===== src/rtl/snow64_mem_cfg.svh =====
`ifndef SNOW64_MEM_CFG_SVH
`define SNOW64_MEM_CFG_SVH

// width of a line address.
`define SNOW64_MEM_ADDR_W 32

// width of one memory line.
`define SNOW64_MEM_DATA_W 64

// bus requests that may await a response at once.
// The order queue is sized from this.
`define SNOW64_MEM_MAX_OUTSTANDING 4

`endif


===== src/rtl/pkg_snow64_mem.sv =====
`default_nettype none

`include "snow64_mem_cfg.svh"

package pkg_snow64_mem;

	typedef logic [`SNOW64_MEM_ADDR_W-1:0] addr_t;
	typedef logic [`SNOW64_MEM_DATA_W-1:0] data_t;

	// instruction cache line read.
	typedef struct packed {
		addr_t addr;
	} instr_req_t;

	// lar file request, same shape as the bus request.
	typedef struct packed {
		logic write;
		addr_t addr;
		data_t wdata;
	} mem_req_t;

	// zero for a write acknowledgement.
	typedef struct packed {
		data_t rdata;
	} mem_resp_t;

	// owner of an issued request.
	typedef enum logic {
		src_instr = 1'b0,
		src_lar = 1'b1
	} src_t;

endpackage

`default_nettype wire


===== src/rtl/snow64_skid_stage.sv =====
`default_nettype none

module snow64_skid_stage #(
	parameter type payload_t = logic
) (
	input logic clk,
	input logic arst_n,
	input logic in_valid,
	output logic in_ready,
	input payload_t in_data,
	output logic out_valid,
	input logic out_ready,
	output payload_t out_data
);

	logic skid_valid;
	payload_t skid_data;
	logic in_fire;
	logic main_load;

	// ready only depends on the skid register.
	assign in_ready = !skid_valid;
	assign in_fire = in_valid && in_ready;
	assign main_load = !out_valid || out_ready;

	always_ff @(posedge clk or negedge arst_n) begin
		if (!arst_n) begin
			out_valid <= 1'b0;
			skid_valid <= 1'b0;
		end else if (main_load) begin
			if (skid_valid) begin
				out_valid <= 1'b1;
				skid_valid <= 1'b0;
			end else begin
				out_valid <= in_fire;
			end
		end else if (in_fire) begin
			skid_valid <= 1'b1;
		end
	end

	always_ff @(posedge clk) begin
		if (main_load) begin
			out_data <= skid_valid ? skid_data : in_data;
		end
		if (!main_load && in_fire) begin
			skid_data <= in_data;
		end
	end

	a_out_stable: assert property (@(posedge clk) disable iff (!arst_n)
		out_valid && !out_ready |=> out_valid && $stable(out_data))
		else $error("skid stage output changed while stalled.");

endmodule

`default_nettype wire


===== src/rtl/snow64_mem_bus_guard.sv =====
`default_nettype none

module snow64_mem_bus_guard (
	input logic clk,
	input logic arst_n,
	input logic instr_valid,
	output logic instr_ready,
	input pkg_snow64_mem::instr_req_t instr_req,
	input logic lar_valid,
	output logic lar_ready,
	input pkg_snow64_mem::mem_req_t lar_req,
	output logic bus_req_valid,
	input logic bus_req_ready,
	output pkg_snow64_mem::mem_req_t bus_req,
	output logic push,
	output pkg_snow64_mem::src_t push_src,
	input logic queue_full
);

	import pkg_snow64_mem::*;

	src_t last_grant;
	src_t held_src;
	logic held;
	src_t grant;
	logic bus_fire;

	// an offer stalled by the bus keeps its source.
	always_comb begin
		if (held) begin
			grant = held_src;
		end else if (instr_valid && lar_valid) begin
			grant = (last_grant == src_instr) ? src_lar : src_instr;
		end else if (lar_valid) begin
			grant = src_lar;
		end else begin
			grant = src_instr;
		end
	end

	assign bus_req_valid = (instr_valid || lar_valid) && !queue_full;
	assign bus_fire = bus_req_valid && bus_req_ready;

	// instruction fetch becomes a plain read.
	always_comb begin
		if (grant == src_lar) begin
			bus_req = lar_req;
		end else begin
			bus_req.write = 1'b0;
			bus_req.addr = instr_req.addr;
			bus_req.wdata = '0;
		end
	end

	assign instr_ready = bus_req_ready && !queue_full && (grant == src_instr);
	assign lar_ready = bus_req_ready && !queue_full && (grant == src_lar);

	assign push = bus_fire;
	assign push_src = grant;

	always_ff @(posedge clk or negedge arst_n) begin
		if (!arst_n) begin
			last_grant <= src_lar;
			held <= 1'b0;
			held_src <= src_instr;
		end else begin
			held <= bus_req_valid && !bus_req_ready;
			held_src <= grant;
			if (bus_fire) begin
				last_grant <= grant;
			end
		end
	end

	a_bus_req_stable: assert property (@(posedge clk) disable iff (!arst_n)
		bus_req_valid && !bus_req_ready |=> bus_req_valid && $stable(bus_req))
		else $error("bus request changed under back-pressure.");

endmodule

`default_nettype wire


===== src/rtl/snow64_resp_router.sv =====
`default_nettype none

`include "snow64_mem_cfg.svh"

module snow64_resp_router (
	input logic clk,
	input logic arst_n,
	input logic push,
	input pkg_snow64_mem::src_t push_src,
	output logic queue_full,
	input logic bus_resp_valid,
	output logic bus_resp_ready,
	input pkg_snow64_mem::mem_resp_t bus_resp,
	output logic instr_valid,
	input logic instr_ready,
	output pkg_snow64_mem::mem_resp_t instr_resp,
	output logic lar_valid,
	input logic lar_ready,
	output pkg_snow64_mem::mem_resp_t lar_resp
);

	import pkg_snow64_mem::*;

	localparam int unsigned DEPTH = `SNOW64_MEM_MAX_OUTSTANDING;
	localparam int unsigned IDX_W = (DEPTH > 1) ? $clog2(DEPTH) : 1;

	src_t order_q [DEPTH];
	logic [IDX_W-1:0] wr_ptr;
	logic [IDX_W-1:0] rd_ptr;
	logic [IDX_W:0] count;
	logic empty;
	src_t head;
	logic pop;

	function automatic logic [IDX_W-1:0] ptr_inc(input logic [IDX_W-1:0] ptr);
		if (ptr == IDX_W'(DEPTH - 1)) begin
			return '0;
		end
		return ptr + 1'b1;
	endfunction

	assign empty = (count == '0);
	assign queue_full = (count == (IDX_W + 1)'(DEPTH));
	assign head = order_q[rd_ptr];

	// oldest issued request owns the response.
	assign bus_resp_ready = !empty && ((head == src_instr) ? instr_ready : lar_ready);
	assign instr_valid = bus_resp_valid && !empty && (head == src_instr);
	assign lar_valid = bus_resp_valid && !empty && (head == src_lar);
	assign instr_resp = bus_resp;
	assign lar_resp = bus_resp;
	assign pop = bus_resp_valid && bus_resp_ready;

	always_ff @(posedge clk) begin
		if (push) begin
			order_q[wr_ptr] <= push_src;
		end
	end

	always_ff @(posedge clk or negedge arst_n) begin
		if (!arst_n) begin
			wr_ptr <= '0;
			rd_ptr <= '0;
			count <= '0;
		end else begin
			if (push) begin
				wr_ptr <= ptr_inc(wr_ptr);
			end
			if (pop) begin
				rd_ptr <= ptr_inc(rd_ptr);
			end
			if (push && !pop) begin
				count <= count + 1'b1;
			end else if (pop && !push) begin
				count <= count - 1'b1;
			end
		end
	end

	a_resp_has_owner: assert property (@(posedge clk) disable iff (!arst_n)
		bus_resp_valid |-> !empty)
		else $error("bus response with no outstanding request.");

endmodule

`default_nettype wire


===== src/rtl/snow64_mem_accessors.sv =====
`default_nettype none

module snow64_mem_accessors (
	input logic clk,
	input logic arst_n,
	input logic instr_req_valid,
	output logic instr_req_ready,
	input pkg_snow64_mem::instr_req_t instr_req,
	output logic instr_resp_valid,
	input logic instr_resp_ready,
	output pkg_snow64_mem::mem_resp_t instr_resp,
	input logic lar_req_valid,
	output logic lar_req_ready,
	input pkg_snow64_mem::mem_req_t lar_req,
	output logic lar_resp_valid,
	input logic lar_resp_ready,
	output pkg_snow64_mem::mem_resp_t lar_resp,
	output logic bus_req_valid,
	input logic bus_req_ready,
	output pkg_snow64_mem::mem_req_t bus_req,
	input logic bus_resp_valid,
	output logic bus_resp_ready,
	input pkg_snow64_mem::mem_resp_t bus_resp
);

	import pkg_snow64_mem::*;

	logic instr_req_q_valid;
	logic instr_req_q_ready;
	instr_req_t instr_req_q;
	logic lar_req_q_valid;
	logic lar_req_q_ready;
	mem_req_t lar_req_q;
	logic instr_resp_r_valid;
	logic instr_resp_r_ready;
	mem_resp_t instr_resp_r;
	logic lar_resp_r_valid;
	logic lar_resp_r_ready;
	mem_resp_t lar_resp_r;
	logic push;
	src_t push_src;
	logic queue_full;

	snow64_skid_stage #(.payload_t(instr_req_t)) instr_req_skid_inst (
		.clk(clk), .arst_n(arst_n),
		.in_valid(instr_req_valid), .in_ready(instr_req_ready), .in_data(instr_req),
		.out_valid(instr_req_q_valid), .out_ready(instr_req_q_ready),
		.out_data(instr_req_q)
	);

	snow64_skid_stage #(.payload_t(mem_req_t)) lar_req_skid_inst (
		.clk(clk), .arst_n(arst_n),
		.in_valid(lar_req_valid), .in_ready(lar_req_ready), .in_data(lar_req),
		.out_valid(lar_req_q_valid), .out_ready(lar_req_q_ready), .out_data(lar_req_q)
	);

	snow64_mem_bus_guard mem_bus_guard_inst (
		.clk(clk), .arst_n(arst_n),
		.instr_valid(instr_req_q_valid), .instr_ready(instr_req_q_ready),
		.instr_req(instr_req_q),
		.lar_valid(lar_req_q_valid), .lar_ready(lar_req_q_ready), .lar_req(lar_req_q),
		.bus_req_valid(bus_req_valid), .bus_req_ready(bus_req_ready), .bus_req(bus_req),
		.push(push), .push_src(push_src), .queue_full(queue_full)
	);

	snow64_resp_router resp_router_inst (
		.clk(clk), .arst_n(arst_n),
		.push(push), .push_src(push_src), .queue_full(queue_full),
		.bus_resp_valid(bus_resp_valid), .bus_resp_ready(bus_resp_ready),
		.bus_resp(bus_resp),
		.instr_valid(instr_resp_r_valid), .instr_ready(instr_resp_r_ready),
		.instr_resp(instr_resp_r),
		.lar_valid(lar_resp_r_valid), .lar_ready(lar_resp_r_ready), .lar_resp(lar_resp_r)
	);

	snow64_skid_stage #(.payload_t(mem_resp_t)) instr_resp_skid_inst (
		.clk(clk), .arst_n(arst_n),
		.in_valid(instr_resp_r_valid), .in_ready(instr_resp_r_ready),
		.in_data(instr_resp_r),
		.out_valid(instr_resp_valid), .out_ready(instr_resp_ready), .out_data(instr_resp)
	);

	snow64_skid_stage #(.payload_t(mem_resp_t)) lar_resp_skid_inst (
		.clk(clk), .arst_n(arst_n),
		.in_valid(lar_resp_r_valid), .in_ready(lar_resp_r_ready), .in_data(lar_resp_r),
		.out_valid(lar_resp_valid), .out_ready(lar_resp_ready), .out_data(lar_resp)
	);

endmodule

`default_nettype wire


===== config.mk =====
export PLATFORM = sky130hd
export DESIGN_NAME = snow64_mem_accessors
export DESIGN_NICKNAME = d
export VERILOG_FILES = /design/src/rtl/pkg_snow64_mem.sv /design/src/rtl/snow64_skid_stage.sv /design/src/rtl/snow64_mem_bus_guard.sv /design/src/rtl/snow64_resp_router.sv /design/src/rtl/snow64_mem_accessors.sv
export VERILOG_INCLUDE_DIRS = /design/src /design/src/rtl
export SDC_FILE = /design/constraint.sdc
export NUM_CORES = 1
export LEC_CHECK = 0
export ABC_AREA = 1
export BUFFER_PORTS_ARGS = -buffer_cell sky130_fd_sc_hd__buf_2
export CORE_UTILIZATION = 30
export DETAILED_ROUTE_END_ITERATION = 7
export SLEW_MARGIN = 20
export SYNTH_ARGS = -nofsm -noshare
export SYNTH_HDL_FRONTEND = slang
export SYNTH_HIERARCHICAL = 1
export SYNTH_SLANG_ARGS = --single-unit

===== constraint.sdc =====
create_clock -name clk -period 15.4 [get_ports clk]
set_input_delay 1.54 -clock clk [delete_from_list [all_inputs] [get_ports clk]]
set_output_delay 1.54 -clock clk [all_outputs]
set_load 0.02 [all_outputs]

==> impl_metrics.py <==
metrics = {
    "clock_tree": {
        "clock_latency_ns": 0.60,
        "clkTransAtPathRegs_ns": 0.06,
        "clock_path_buffers": 3,
        "cts_inserted_buffers": 57,
        "cts_max_level": 2,
        "cts_root_buffer": "clkbuf_16",
        "cts_resized": 0,
        "hold_buffers": 0,
        "cts_tree": "done",
        "cts.sink_count": 536,
        "post-cts-setup-buffers": 0,
    },
    "global_route": {
        "overflow": 0,
        "grt_use_total_pct": 13.3,
        "antenna_found_initial": 13,
        "grt_pass1_wl_um": 77300,
        "grt_pass1_vias": 13401,
        "grt_max_degree": 100,
    },
    "synth": {
        "synth.net_count": 1992,
        "synth_area_sq_um": 21900,
        "synth_warnings": 6,
        "synthCells": 1784,
        "avgSynthCellArea_sq_um": 12.3,
        "synth-seq-cells": 536,
        "ys_types": 29,
        "seq_area_frac_synth_pct": 73.1,
    },
    "setup_path": {
        "critPathLaunchType": "register",
        "startpoint": "instr_req_skid_inst/out_valid",
        "cp_max_fo": 39,
        "rr_worst_depth": 5,
        "crit_family": "simple AND/OR/NAND/NOR gates",
        "crit_chain": "nand2_1, nand3_4, nand2_2, nand2_1, nand2_1, buf_2",
        "r2r-start": "lar_req_skid_inst/skid_valid",
        "cp.required_ns": 13.86,
        "cp.arrival_ns": 2.72,
        "path_buf_inv": 1,
        "end_kind": "primary output",
        "slowest_stage": "nand2_2",
        "r2r_setup_slack_ns": 11.51,
        "crit_path_frequent_cell": "nand2_1",
        "crit_type": "reg2out",
        "r2r-end": "lar_req_skid_inst/skid_data[25]",
        "max_stage_delay_ns": 0.74,
    },
    "worst_hold_path": {
        "worstHoldStart": "mem_bus_guard_inst/last_grant",
        "hold_end": "mem_bus_guard_inst/last_grant",
        "hold_depth": 2,
        "hold_class": "reg2reg",
    },
    "place": {
        "postPlaceCellArea_sq_um": 23900,
        "dp_hpwl_um": 32900,
        "gp_congestion": 0.784,
        "port_buffers": 431,
    },
    "drt": {
        "viasPerCell": 4.37,
        "detail-route-antenna-nets": 0,
        "drc": 0,
        "vias": 13441,
        "drtIter0Drc": 921,
        "wl_um": 50800,
        "wire_per_inst_um": 16.5,
        "dr.pass1.iters": 5,
    },
    "sta": {
        "worst_pin_slew_ns": 1.09,
        "hold_viol": 0,
        "finalCritPeriodShare_pct": 27.7,
        "drv_slew": 0,
        "skew_ns": 0.0213,
        "setup_viol": 0,
        "fin_setup_tns_ns": 0,
        "relSlewSlack_pct": 27.2,
        "rsz0062_at_grt": "no",
        "timing.fmax_mhz": 235,
        "post-route-min-period_ns": 4.26,
    },
    "die": {
        "rows": 98,
        "die_h_um": 272,
        "start_util_pct": 30.5,
        "io_pins": 432,
        "die_w_um": 272,
        "coreArea_sq_um": 71900,
        "die_area_sq_um": 74100,
    },
    "power": {
        "power_density_nw_per_um2": 198,
        "p_leak_nw": 10.9,
        "ir_drop_mv": 0.127,
    },
    "status": {
        "outcome": "finished, final reports clean",
    },
    "layout": {
        "drive_above_1_share_pct": 26.6,
        "mostFrequentLayoutCells": "nand2_1, edfxtp_1, buf_2, clkbuf_16, a21boi_0",
        "final_common_cell": "nand2_1",
        "nets": 2289,
        "fin_area_sq_um": 25800,
        "area_delta_synth_final_pct": 17.5,
        "fillers": 7103,
    },
    "job": {
        "timing.max_cap.violations": 0,
    },
}
==> kinds of logic after synthesis <==
| group | share of synthesized area [%] |
|---|---|
| AO/OA/AOI/OAI | 2.41 |
| adder cells (fa/ha/maj) | 0.434 |
| multiplexers | 0.0514 |
| buffers and inverters | 7.37 |
| AND/OR/NAND/NOR | 16.6 |
| flip-flops | 73.1 |
| XOR/XNOR | 0.0800 |
==> synthesized netlist by cell type (all sizes together) <==
library cell / instances / area share, %
fa: 1 / 0.091
nand3: 40 / 1.0
o21ai: 4 / 0.091
nor2: 20 / 0.34
a21oi: 4 / 0.091
edfxtp: 518 / 71
nand2: 871 / 15
a21boi: 65 / 2.2
mux2: 1 / 0.051
dfstp: 1 / 0.12
nor3: 3 / 0.069
clkbuf: 11 / 0.19
buf: 196 / 6.7
ha: 6 / 0.34
inv: 24 / 0.46
xnor2: 1 / 0.040
dfrtp: 17 / 1.9
xor2: 1 / 0.040
==> report_power, final <==
group | internal [mW] | leakage, nW | switching (mW)
registers | 2.12 | 5.14 | 0.118
clock network | 0.778 | 0.875 | 0.554
logic | 0.407 | 4.87 | 1.13
==> worst reg2reg max path, cell delays in order (launching register included) <==
cell and delay, ns:
dfrtp_4 0.64, buf_16 0.28, inv_4 0.81, nand2_1 0.24, nor2_4 0.53, buf_4 0.85
==> how the worst max path moves through the flow <==
stage | to | slack, ns | cells past startpoint
after global placement | lar_req_skid_inst/skid_data[18] | 11.03 | 7
after CTS | lar_req_ready | 10.92 | 2
after global routing | bus_req[90] | 10.86 | 6
after floorplan | lar_req_skid_inst/skid_data[0] | 6.58 | 5
final | bus_req[72] | 11.14 | 6
after detailed placement | lar_req_skid_inst/skid_data[22] | 11.04 | 7
==> sequential cells by signal, indices dropped and copies added, names as in the netlist, 2 cells and up <==
register and flops:
lar_resp_skid_inst/out_data 64, resp_router_inst/count 3, lar_resp_skid_inst/skid_data 64, lar_req_skid_inst/skid_data 97, resp_router_inst/wr_ptr 2, instr_resp_skid_inst/skid_data 64
resp_router_inst/rd_ptr 2, resp_router_inst/order_q 4, lar_req_skid_inst/out_data 97, instr_req_skid_inst/out_data 32, instr_req_skid_inst/skid_data 32, instr_resp_skid_inst/out_data 64
==> cell type report <==
| type | count | area (sq um) | area share [%] |
|---|---|---|---|
| Timing Repair Buffer | 445 | 2280 | 8.86 |
| Inverter | 24 | 100 | 0.389 |
| Multi-Input combinational cell | 1017 | 4350 | 16.9 |
| Sequential cell | 536 | 16000 | 62.2 |
| Clock inverter | 33 | 299 | 1.16 |
| Tap cell | 950 | 1190 | 4.62 |
| Antenna cell | 3 | 7.51 | 0.0292 |
| Clock buffer | 69 | 1510 | 5.88 |
==> layer usage <==
| layer | up-vias | track usage [%] | share of wire, % | wire length [um] |
|---|---|---|---|---|
| met5 | - | 0 | 0.20 | 103 |
| met4 | 16 | 4.15 | 2.5 | 1290 |
| met3 | 101 | 4.56 | 9.7 | 4910 |
| met2 | 532 | 21.2 | 45 | 22800 |
| met1 | 6349 | 17.1 | 43 | 21600 |
| li1 | 6443 | - | - | - |
==> metrics by stage <==
stage | setup slack, ns | cells | total power, mW | utilization [%] | hold WS (ns)
2_1_floorplan | 6.58 | 1784 | 3.33 | - | 0.458
3_3_place_gp | 11.03 | 2971 | 3.79 | 33.3 | 0.468
3_5_place_dp | 11.04 | 2971 | 3.82 | 33.3 | 0.491
4_1_cts | 10.92 | 3073 | 5.18 | 35.8 | 0.500
5_1_grt | 10.86 | 3075 | 5.40 | 35.8 | 0.534
6_report | 11.14 | 3077 | 5.11 | 35.8 | 0.493
Note: power is estimated with default switching activity, not from simulation.
